[src/verilog/apb_wbuf_pkg.sv]
`default_nettype none

package apb_wbuf_pkg;

	//////////////////////////////
	// Bus widths
	//////////////////////////////

	// Byte address, same on both sides
	localparam int ADDR_WIDTH = 16;

	// Upstream requester data
	localparam int UP_DATA_WIDTH = 64;

	// Register bank side
	localparam int TGT_DATA_WIDTH = 32;

	//////////////////////////////
	// APB bundles
	//////////////////////////////

	// Upstream requester outputs
	typedef struct packed {
		logic                     psel;
		logic                     penable;
		logic                     pwrite;
		logic [ADDR_WIDTH-1:0]    paddr;
		logic [UP_DATA_WIDTH-1:0] pwdata;
	} apb64_req_t;

	// Upstream completer outputs
	typedef struct packed {
		logic                     pready;
		logic [UP_DATA_WIDTH-1:0] prdata;
		logic                     pslverr;
	} apb64_rsp_t;

	// Downstream requester outputs
	typedef struct packed {
		logic                      psel;
		logic                      penable;
		logic                      pwrite;
		logic [ADDR_WIDTH-1:0]     paddr;
		logic [TGT_DATA_WIDTH-1:0] pwdata;
	} apb32_req_t;

	// Downstream completer outputs
	typedef struct packed {
		logic                      pready;
		logic [TGT_DATA_WIDTH-1:0] prdata;
		logic                      pslverr;
	} apb32_rsp_t;

	//////////////////////////////
	// Internal bundles
	//////////////////////////////

	// One buffered 64-bit write
	typedef struct packed {
		logic [ADDR_WIDTH-1:0]    addr;
		logic [UP_DATA_WIDTH-1:0] data;
	} wbuf_entry_t;

	// Read waiting on the splitter
	typedef struct packed {
		logic                  valid;
		logic [ADDR_WIDTH-1:0] addr;
	} rd_req_t;

	// Read answer, done is a single cycle pulse
	typedef struct packed {
		logic                      done;
		logic [TGT_DATA_WIDTH-1:0] data;
	} rd_rsp_t;

endpackage

`default_nettype wire

[src/verilog/apb_wbuf_fifo.sv]
`timescale 1ns/1ps
`default_nettype none

module apb_wbuf_fifo import apb_wbuf_pkg::*; #(
	parameter int FIFO_DEPTH = 16
) (
	input wire logic        down,
	input wire logic        rst,
	input wire logic        push,
	input wire wbuf_entry_t push_entry,
	input wire logic        pop,
	output wbuf_entry_t     head,
	output logic            full,
	output logic            empty
);

	// Depth of one still needs one pointer bit
	localparam int PTR_W = (FIFO_DEPTH > 1) ? $clog2(FIFO_DEPTH) : 1;
	// Count has to reach FIFO_DEPTH itself
	localparam int CNT_W = $clog2(FIFO_DEPTH + 1);

	wbuf_entry_t      mem [FIFO_DEPTH];
	logic [PTR_W-1:0] wr_ptr;
	logic [PTR_W-1:0] rd_ptr;
	logic [CNT_W-1:0] count;
	logic             wr_en;
	logic             rd_en;

	// Pointer step with wrap at the last slot
	function automatic logic [PTR_W-1:0] ptr_inc(input logic [PTR_W-1:0] ptr);
		if (ptr == PTR_W'(FIFO_DEPTH - 1)) begin
			return '0;
		end
		return ptr + 1'b1;
	endfunction

	// Guard against overflow and underflow
	assign wr_en = push && !full;
	assign rd_en = pop && !empty;

	assign full  = (count == CNT_W'(FIFO_DEPTH));
	assign empty = (count == '0);

	// Show-ahead output
	assign head = mem[rd_ptr];

	//////////////////////////////
	// Storage
	//////////////////////////////

	always_ff @(posedge down) begin
		if (wr_en) begin
			mem[wr_ptr] <= push_entry;
		end
	end

	//////////////////////////////
	// Pointers and occupancy
	//////////////////////////////

	always_ff @(posedge down) begin
		if (rst) begin
			wr_ptr <= '0;
			rd_ptr <= '0;
			count  <= '0;
		end else begin
			if (wr_en) begin
				wr_ptr <= ptr_inc(wr_ptr);
			end
			if (rd_en) begin
				rd_ptr <= ptr_inc(rd_ptr);
			end
			// Simultaneous push and pop leaves count alone
			case ({wr_en, rd_en})
				2'b10: count <= count + 1'b1;
				2'b01: count <= count - 1'b1;
				default: count <= count;
			endcase
		end
	end

endmodule

`default_nettype wire

[src/verilog/apb_wbuf_upstream.sv]
`timescale 1ns/1ps
`default_nettype none

module apb_wbuf_upstream import apb_wbuf_pkg::*; (
	input wire logic       down,
	input wire logic       rst,
	input wire apb64_req_t up_req,
	output apb64_rsp_t     up_rsp,
	input wire logic       fifo_full,
	output logic           push,
	output wbuf_entry_t    push_entry,
	output rd_req_t        rd_req,
	input wire rd_rsp_t    rd_rsp
);

	logic access;
	logic wr_access;
	logic rd_access;
	logic rd_finish;
	// Set once the current read got its answer
	logic rd_done;

	//////////////////////////////
	// Access phase decode
	//////////////////////////////

	assign access    = up_req.psel && up_req.penable;
	assign wr_access = access && up_req.pwrite;
	assign rd_access = access && !up_req.pwrite;

	// Writes go straight into the FIFO when there is room
	assign push            = wr_access && !fifo_full;
	assign push_entry.addr = up_req.paddr;
	assign push_entry.data = up_req.pwdata;

	// Read request held through the access phase
	assign rd_req.valid = rd_access && !rd_done;
	assign rd_req.addr  = up_req.paddr;

	// Splitter answer for the read in progress
	assign rd_finish = rd_access && rd_rsp.done;

	//////////////////////////////
	// One request per read
	//////////////////////////////

	always_ff @(posedge down) begin
		if (rst) begin
			rd_done <= 1'b0;
		end else if (!access) begin
			// Access phase over, arm for the next read
			rd_done <= 1'b0;
		end else if (rd_finish) begin
			rd_done <= 1'b1;
		end
	end

	//////////////////////////////
	// Upstream response
	//////////////////////////////

	always_comb begin
		up_rsp = '0;
		// Write acknowledge needs FIFO space only
		if (push) begin
			up_rsp.pready = 1'b1;
		end
		// Read data zero extended to the upstream width
		if (rd_finish) begin
			up_rsp.pready = 1'b1;
			up_rsp.prdata = {{(UP_DATA_WIDTH - TGT_DATA_WIDTH){1'b0}}, rd_rsp.data};
		end
		// No error path
		up_rsp.pslverr = 1'b0;
	end

endmodule

`default_nettype wire

[src/verilog/apb_wbuf_splitter.sv]
`timescale 1ns/1ps
`default_nettype none

module apb_wbuf_splitter import apb_wbuf_pkg::*; (
	input wire logic        down,
	input wire logic        rst,
	input wire wbuf_entry_t head,
	input wire logic        empty,
	output logic            pop,
	input wire rd_req_t     rd_req,
	output rd_rsp_t         rd_rsp,
	output apb32_req_t      tgt_req,
	input wire apb32_rsp_t  tgt_rsp
);

	typedef enum logic [2:0] {
		IDLE,
		HI_SETUP,
		HI_ACCESS,
		LO_SETUP,
		LO_ACCESS,
		RD_SETUP,
		RD_ACCESS
	} state_t;

	state_t state;
	state_t state_next;

	// Second word of the pair
	logic [ADDR_WIDTH-1:0] lo_addr;

	assign lo_addr = head.addr + ADDR_WIDTH'(4);

	//////////////////////////////
	// Next state
	//////////////////////////////

	always_comb begin
		state_next = state;
		case (state)
			IDLE: begin
				// Buffered writes always go first
				if (!empty) begin
					state_next = HI_SETUP;
				end else if (rd_req.valid) begin
					state_next = RD_SETUP;
				end
			end
			HI_SETUP: state_next = HI_ACCESS;
			HI_ACCESS: begin
				if (tgt_rsp.pready) begin
					state_next = LO_SETUP;
				end
			end
			LO_SETUP: state_next = LO_ACCESS;
			LO_ACCESS: begin
				if (tgt_rsp.pready) begin
					state_next = IDLE;
				end
			end
			RD_SETUP: state_next = RD_ACCESS;
			RD_ACCESS: begin
				if (tgt_rsp.pready) begin
					state_next = IDLE;
				end
			end
			default: state_next = IDLE;
		endcase
	end

	always_ff @(posedge down) begin
		if (rst) begin
			state <= IDLE;
		end else begin
			state <= state_next;
		end
	end

	//////////////////////////////
	// Downstream bus
	//////////////////////////////

	always_comb begin
		tgt_req = '0;
		case (state)
			// Upper half at the entry address
			HI_SETUP, HI_ACCESS: begin
				tgt_req.psel    = 1'b1;
				tgt_req.penable = (state == HI_ACCESS);
				tgt_req.pwrite  = 1'b1;
				tgt_req.paddr   = head.addr;
				tgt_req.pwdata  = head.data[UP_DATA_WIDTH-1 -: TGT_DATA_WIDTH];
			end
			// Lower half one word up
			LO_SETUP, LO_ACCESS: begin
				tgt_req.psel    = 1'b1;
				tgt_req.penable = (state == LO_ACCESS);
				tgt_req.pwrite  = 1'b1;
				tgt_req.paddr   = lo_addr;
				tgt_req.pwdata  = head.data[TGT_DATA_WIDTH-1:0];
			end
			// Single word read at the upstream address
			RD_SETUP, RD_ACCESS: begin
				tgt_req.psel    = 1'b1;
				tgt_req.penable = (state == RD_ACCESS);
				tgt_req.paddr   = rd_req.addr;
			end
			default: tgt_req = '0;
		endcase
	end

	//////////////////////////////
	// Strobes back upstream
	//////////////////////////////

	// Entry retired once the second word lands
	assign pop = (state == LO_ACCESS) && tgt_rsp.pready;

	// Read answer in the completing cycle
	assign rd_rsp.done = (state == RD_ACCESS) && tgt_rsp.pready;
	assign rd_rsp.data = tgt_rsp.prdata;

endmodule

`default_nettype wire

[src/verilog/apb_reg_bank32.sv]
`timescale 1ns/1ps
`default_nettype none

module apb_reg_bank32 import apb_wbuf_pkg::*; #(
	parameter int WAIT_CYCLES = 1,
	parameter int REG_WORDS   = 64
) (
	input wire logic       down,
	input wire logic       rst,
	input wire apb32_req_t tgt_req,
	output apb32_rsp_t     tgt_rsp
);

	// Word index bits taken just above the byte offset
	localparam int IDX_W = (REG_WORDS > 1) ? $clog2(REG_WORDS) : 1;
	// Wait counter must reach WAIT_CYCLES
	localparam int CNT_W = (WAIT_CYCLES > 0) ? $clog2(WAIT_CYCLES + 1) : 1;

	logic [TGT_DATA_WIDTH-1:0] regs [REG_WORDS];
	logic [CNT_W-1:0]          wait_cnt;
	logic [IDX_W-1:0]          idx;
	logic                      access;
	logic                      ready;

	assign access = tgt_req.psel && tgt_req.penable;
	// Upper address bits ignored so the bank aliases
	assign idx    = tgt_req.paddr[2 +: IDX_W];
	// Ready after the programmed number of access cycles
	assign ready  = access && (wait_cnt == CNT_W'(WAIT_CYCLES));

	//////////////////////////////
	// Wait states
	//////////////////////////////

	always_ff @(posedge down) begin
		if (rst) begin
			wait_cnt <= '0;
		end else if (access && !ready) begin
			wait_cnt <= wait_cnt + 1'b1;
		end else begin
			// Back to zero after each transfer
			wait_cnt <= '0;
		end
	end

	//////////////////////////////
	// Register file
	//////////////////////////////

	always_ff @(posedge down) begin
		if (rst) begin
			for (int i = 0; i < REG_WORDS; i++) begin
				regs[i] <= '0;
			end
		end else if (ready && tgt_req.pwrite) begin
			regs[idx] <= tgt_req.pwdata;
		end
	end

	// Response only in the ready cycle
	always_comb begin
		tgt_rsp = '0;
		tgt_rsp.pready = ready;
		if (ready && !tgt_req.pwrite) begin
			tgt_rsp.prdata = regs[idx];
		end
		tgt_rsp.pslverr = 1'b0;
	end

endmodule

`default_nettype wire

[src/verilog/apb_wbuf_top.sv]
`timescale 1ns/1ps
`default_nettype none

module apb_wbuf_top import apb_wbuf_pkg::*; #(
	parameter int FIFO_DEPTH  = 16,
	parameter int WAIT_CYCLES = 1,
	parameter int REG_WORDS   = 64
) (
	input wire logic       down,
	input wire logic       rst,
	input wire apb64_req_t up_req,
	output apb64_rsp_t     up_rsp
);

	// Upstream stage to FIFO
	logic        fifo_push;
	wbuf_entry_t push_entry;
	logic        fifo_full;

	// FIFO to splitter
	wbuf_entry_t fifo_head;
	logic        fifo_empty;
	logic        fifo_pop;

	// Read path between upstream stage and splitter
	rd_req_t rd_req;
	rd_rsp_t rd_rsp;

	// 32-bit target bus
	apb32_req_t tgt_req;
	apb32_rsp_t tgt_rsp;

	//////////////////////////////
	// 64-bit completer
	//////////////////////////////

	apb_wbuf_upstream i_upstream (
		.down       (down),
		.rst        (rst),
		.up_req     (up_req),
		.up_rsp     (up_rsp),
		.fifo_full  (fifo_full),
		.push       (fifo_push),
		.push_entry (push_entry),
		.rd_req     (rd_req),
		.rd_rsp     (rd_rsp)
	);

	// Write buffer
	apb_wbuf_fifo #(
		.FIFO_DEPTH (FIFO_DEPTH)
	) i_fifo (
		.down       (down),
		.rst        (rst),
		.push       (fifo_push),
		.push_entry (push_entry),
		.pop        (fifo_pop),
		.head       (fifo_head),
		.full       (fifo_full),
		.empty      (fifo_empty)
	);

	//////////////////////////////
	// 32-bit side
	//////////////////////////////

	apb_wbuf_splitter i_splitter (
		.down    (down),
		.rst     (rst),
		.head    (fifo_head),
		.empty   (fifo_empty),
		.pop     (fifo_pop),
		.rd_req  (rd_req),
		.rd_rsp  (rd_rsp),
		.tgt_req (tgt_req),
		.tgt_rsp (tgt_rsp)
	);

	// Target register bank
	apb_reg_bank32 #(
		.WAIT_CYCLES (WAIT_CYCLES),
		.REG_WORDS   (REG_WORDS)
	) i_reg_bank (
		.down    (down),
		.rst     (rst),
		.tgt_req (tgt_req),
		.tgt_rsp (tgt_rsp)
	);

endmodule

`default_nettype wire

[config.mk]
export PLATFORM = sky130hd
export DESIGN_NAME = apb_wbuf_top
export DESIGN_NICKNAME = d
export VERILOG_FILES = /design/src/verilog/apb_wbuf_pkg.sv /design/src/verilog/apb_wbuf_fifo.sv /design/src/verilog/apb_wbuf_upstream.sv /design/src/verilog/apb_wbuf_splitter.sv /design/src/verilog/apb_reg_bank32.sv /design/src/verilog/apb_wbuf_top.sv
export SDC_FILE = /design/constraint.sdc
export NUM_CORES = 2
export LEC_CHECK = 0
export BUFFER_PORTS_ARGS = -buffer_cell sky130_fd_sc_hd__buf_2
export CELL_PAD_IN_SITES_DETAIL_PLACEMENT = 1
export CELL_PAD_IN_SITES_GLOBAL_PLACEMENT = 1
export CORE_MARGIN = 8
export CORE_UTILIZATION = 35
export CTS_CLUSTER_DIAMETER = 60
export CTS_CLUSTER_SIZE = 28
export DETAILED_ROUTE_END_ITERATION = 16
export PLACE_DENSITY_LB_ADDON = 0.1
export SYNTH_ARGS = -nofsm -noshare
export SYNTH_HDL_FRONTEND = slang
export SYNTH_HIERARCHICAL = 1
export SYNTH_SLANG_ARGS = --single-unit
[constraint.sdc]
create_clock -name down -period 19.6 [get_ports down]
set_input_delay 5.88 -clock down [delete_from_list [all_inputs] [get_ports down]]
set_output_delay 5.88 -clock down [all_outputs]
set_load 0.1 [all_outputs]
### Word level (Yosys, flattened, before mapping)

Memories as Yosys holds them, arrays and structs flattened. A register that Yosys moved wholly into a read port is not among the register bits.
Index checks and enable logic that the tools add are counted.

* bits in writable memories: 3328
* memories: 2
* logic and storage cells: 98
* bits of input ports: 85
* latch bits: 0
* bits in read-only memories: 0
* flip-flop bits (word level): 18

* reductions and logical operators: 33
* $add $sub $neg: 6
* div/mod/pow operators: 0
* multipliers: 0
* eq/ne operators: 14
* shifts and indexed selects: 0
* magnitude comparators: 0
* bitwise gates (word level): 2
* mux-type cells: 35

Memory list
* i_reg_bank.regs: words 64, width 32, rd ports 1, clocked after memory_dff 0, write ports 64, line apb_reg_bank32.sv:19 `logic [TGT_DATA_WIDTH-1:0] regs [REG_WORDS];`
* i_fifo.mem: words 16, width 80, rd ports 1, clocked after memory_dff 1, write ports 1, line apb_wbuf_fifo.sv:22 `wbuf_entry_t mem [FIFO_DEPTH];`

Operators with widths (count)
* 65-bit two-way mux: 1
* 32-bit two-way mux: 2
* 32-bit case mux with 2 select lines: 1
* 32-bit OR reduction: 1
* 4-bit two-way mux: 6
* 8-bit case mux with 3 select lines: 1
* 3-bit case mux with 6 select lines: 1
* 1-bit two-way mux: 16
* 1-bit logical AND: 15
* 3-bit two-way mux: 4
* 2-bit OR reduction: 6
* 5-bit case mux with 2 select lines: 1
* 3-bit == test (second input constant): 3
* 4-bit by 1-bit adder with 4-bit output (second input constant): 2
* 8-bit by 3-bit adder with 8-bit output (second input constant): 1
* 4-bit == test (second input constant): 2
* 3-bit by 2-bit == test with 1-bit output (second input constant): 2
* 1-bit zero test: 6
* 6-bit two-way mux: 1
* 2-bit case mux with 3 select lines: 1
* 5-bit by 1-bit adder with 5-bit output (second input constant): 1
* 5-bit == test (second input constant): 1
* 5-bit zero test: 1
* 5-bit by 1-bit subtractor with 5-bit output (second input constant): 1
* other kinds (11): 13

### Logic depth before layout (Yosys ltp)

* depth in word-level cells: 12
* mapped depth: 22

### Cells and area by module

The synthesis kept the hierarchy.

Modules (own cells, without submodules)
* apb_reg_bank32: area an instance 92314.8 µm², cells an instance 6976, seq. area each 61519.0 µm², times used 1
* apb_wbuf_fifo: area an instance 48973.2 µm², cells an instance 1889, seq. area each 38777.2 µm², times used 1
* apb_wbuf_splitter: area an instance 1539.0 µm², cells an instance 205, seq. area each 60.1 µm², times used 1
* apb_wbuf_upstream: area an instance 1281.2 µm², cells an instance 175, seq. area each 20.0 µm², times used 1

### Least setup slack after synthesis

No wires, ideal clock.

* kind: input port to flip-flop
* start point: in up_req[82] (netlist bit)
* end point: mem i_fifo/mem[1][0] (netlist bit), enable pin
* required time: 18.856 ns
* stages: 5
* data arrival time: 14.626 ns
* path slack: 4.230 ns
* cells stage by stage: nand2_1 > nor2_1 > o21ai_2 > buf_4 > nor4b_1

* longest elaborated chain between the ends: 6

RTL lines
* start: declaration: line apb_wbuf_top.sv:11 `input wire apb64_req_t up_req,`
* 1-bit logical AND: line apb_wbuf_upstream.sv:27 `assign access = up_req.psel && up_req.penable;`
* 1-bit logical AND: line apb_wbuf_upstream.sv:28 `assign wr_access = access && up_req.pwrite;`
* 1-bit logical AND: line apb_wbuf_upstream.sv:32 `assign push = wr_access && !fifo_full;`
* net fifo_push: line apb_wbuf_top.sv:16 `logic fifo_push;`
* 1-bit logical AND: line apb_wbuf_fifo.sv:38 `assign wr_en = push && !full;`
* 1-bit two-way mux: line apb_wbuf_fifo.sv:52 `if (wr_en) begin`
* 1-bit two-way mux (implied by the code): line apb_wbuf_fifo.sv:53 `mem[wr_ptr] <= push_entry;`
* end: declaration: line apb_wbuf_fifo.sv:22

The timed path passes the listed nets, and every way through them passes these cells.

==> impl_metrics.toml <==
[clock_network]
cts_tree = "done"
cts_buffer_depth = 4
clk_pin_slew_worst_paths_ns = 0.07
cts_made_buffers = 334
cts_root_buf = "clkbuf_16"
insertion_delay_ns = 0.96
ctsHoldBuffers = 0
cts-resized-gates = 0
cts.sinks = 3190
htreeDepth = 5
post-cts-setup-buffer-count = 0

[global_routing]
grt_usage_pct = 23.31
grt_pass1_wl_um = 684500
grt-ovfl-total = 0
grt_max_degree = 135
antenna_found_initial = 79
grt_pass1_vias = 83020

[drt]
drt-total-wl_um = 498400
wl_per_cell_um = 34.99
drc_errors = 0
routed_via_density = 5.666
dr.pass1.iters = 6
drtIter0Drc = 7787
vias = 80710
ant_nets = 0

[flow_run]
maxCapViolCount = 0

[critical_path]
worst_path_dominant_cell_family = "compound AO/OA/AOI/OAI gates"
cp.depth = 13
cp.arrival_ns = 11.54
crit_required_ns = 13.72
path_class = "input pin to primary output"
end_kind = "primary output"
critical_path.endpoint = "up_rsp[31]"
regToRegEndpoint = "i_reg_bank/regs[36][28]$_SDFFCE_PN0P_"
critPathBufInv = 4
rrSetupSlack_ns = 11.59
crit_path_max_incr_delay_ns = 0.82
rr_worst_depth = 15
cp_slowest_cell = "a31oi_1"
timing.critical_path.from = "up_req[67]"
cp-start-kind = "input pin"
crit_chain = "buf_2 > mux2i_1 > o21ai_4 > buf_4 > and2_4 > buf_4 > a22o_1 > a222oi_1 > o21ai_0 > a2111oi_0 > a31oi_1 > and2_1 > buf_2"
worstPathMaxFanout = 40

[pwr]
leakagePower_nw = 51.78
vdd.ir_drop.worst_mv = 0.08616
total_power_mw = 16.25
power.density_nw_per_um2 = 104.6

[timing]
setup_tns_ns = 0
slew_headroom_pct = 4.586
drv_slew = 0
hold_viol_final = 0
period_share_pct = 88.88
skew_ns = 0.06675
hold-worst-slack_ns = 0.4407
grt_setup_unrepaired = "false"
period_minus_slack_ns = 17.42
tightestPinTransition_ns = 1.422
setup_slack_ns = 2.180
setup_violations = 0
fmax_ghz = 0.05740

[min_path]
hold_depth = 1
holdCritPathClass = "register to register"
min_from = "i_reg_bank/wait_cnt$_SDFF_PP0_"

[floorplanning]
die_h_um = 642.9
chipWidth_um = 642.9
fp-row-count = 230
core-area_sq_um = 392000
die_area_sq_um = 413300
ios = 151
start_util_pct = 35.09

[place]
placedCellCount = 13590
gp_congestion = 0.8695
placed_area_sq_um = 143300
io_buffer_count = 107
dp_hpwl_um = 293600
pre_cts_ws_ns = 2.266

[layout]
stdcell_count = 14240
layout.nets = 8797
fill_cells = 38750
areaGrowthSynthToFinish_pct = 12.89
multiInputGateArea_sq_um = 37950
utilization_pct = 39.61
postLayoutCellArea_sq_um = 155300
regArea_sq_um = 95590
drive_gt1_share_pct = 18.62

[yosys]
avgSynthCellArea_sq_um = 15.37
ys.warnings.count = 6
synthCells = 8947
netlist_area_sq_um = 137500

[status]
status = "completed"
[registers in the layout, indices dropped and copies added, names as in the netlist, named ones only]
signal and cells:
i_reg_bank/regs 2048, i_fifo/mem 1120, i_fifo/count 5, i_fifo/rd_ptr 4, i_fifo/wr_ptr 4, i_splitter/state 3
i_reg_bank/wait_cnt 1, i_upstream/rd_done 1
[cells in the final DEF, fill, tap and decap left out, types with 18 or more instances in the layout]
cell type   instances
o22ai_1           109
or2_2              69
nor3_1             75
a22o_4             31
a22o_1             48
mux2_2             55
a21oi_1           110
diode_2            35
clkinv_2           28
a31oi_1            20
a221oi_1          480
clkinv_4           24
a22oi_1           278
mux4_2            354
mux2i_1           137
clkinvlp_4         26
clkbuf_16         346
nand2_1            56
edfxtp_1         3168
dfxtp_1            18
o21ai_0           138
conb_1             33
buf_4             298
buf_2             106
bufinv_16          19
buf_12             22
nor2_1            235
and2_1           2085
clkinv_8           41
o221ai_1           28
a221o_1            20
nand3_1            26
inv_8              37
nor2_2             59
inv_6              62
[metal layers]
| layer | global-route usage (%) | vias up | routed length, um |
|---|---|---|---|
| met5 | 0 | - | 247 |
| met4 | 8.746 | 40 | 20850 |
| met3 | 3.274 | 737 | 27930 |
| met2 | 39.21 | 2590 | 241000 |
| met1 | 30.72 | 43670 | 208300 |
| li1 | - | 33670 | - |
[final cells by class]
class / instances / area share [%]
Tap cell: 5220 / 4.207
Inverter: 12 / 0.03385
Sequential cell: 3190 / 61.57
Timing Repair Buffer: 426 / 2.066
Clock buffer: 356 / 5.607
Antenna cell: 35 / 0.05641
Multi-Input combinational cell: 4739 / 24.45
Clock inverter: 266 / 2.015
[power breakdown]
group | total [mW] | internal (mW) | switching [mW]
clock network | 6.80 | 3.66 | 3.14
logic | 1.77 | 0.384 | 1.39
registers | 7.68 | 7.63 | 0.0455
[worst min-delay path by stage]
stage,end,slack [ns]
6_report,i_reg_bank/wait_cnt$_SDFF_PP0_,0.44
5_1_grt,i_reg_bank/wait_cnt$_SDFF_PP0_,0.46
4_1_cts,i_reg_bank/wait_cnt$_SDFF_PP0_,0.44
3_5_place_dp,i_reg_bank/wait_cnt$_SDFF_PP0_,0.43
3_3_place_gp,i_reg_bank/wait_cnt$_SDFF_PP0_,0.41
2_1_floorplan,i_reg_bank/wait_cnt$_SDFF_PP0_,0.40
No activity file was read; power rests on OpenSTA's default activity.
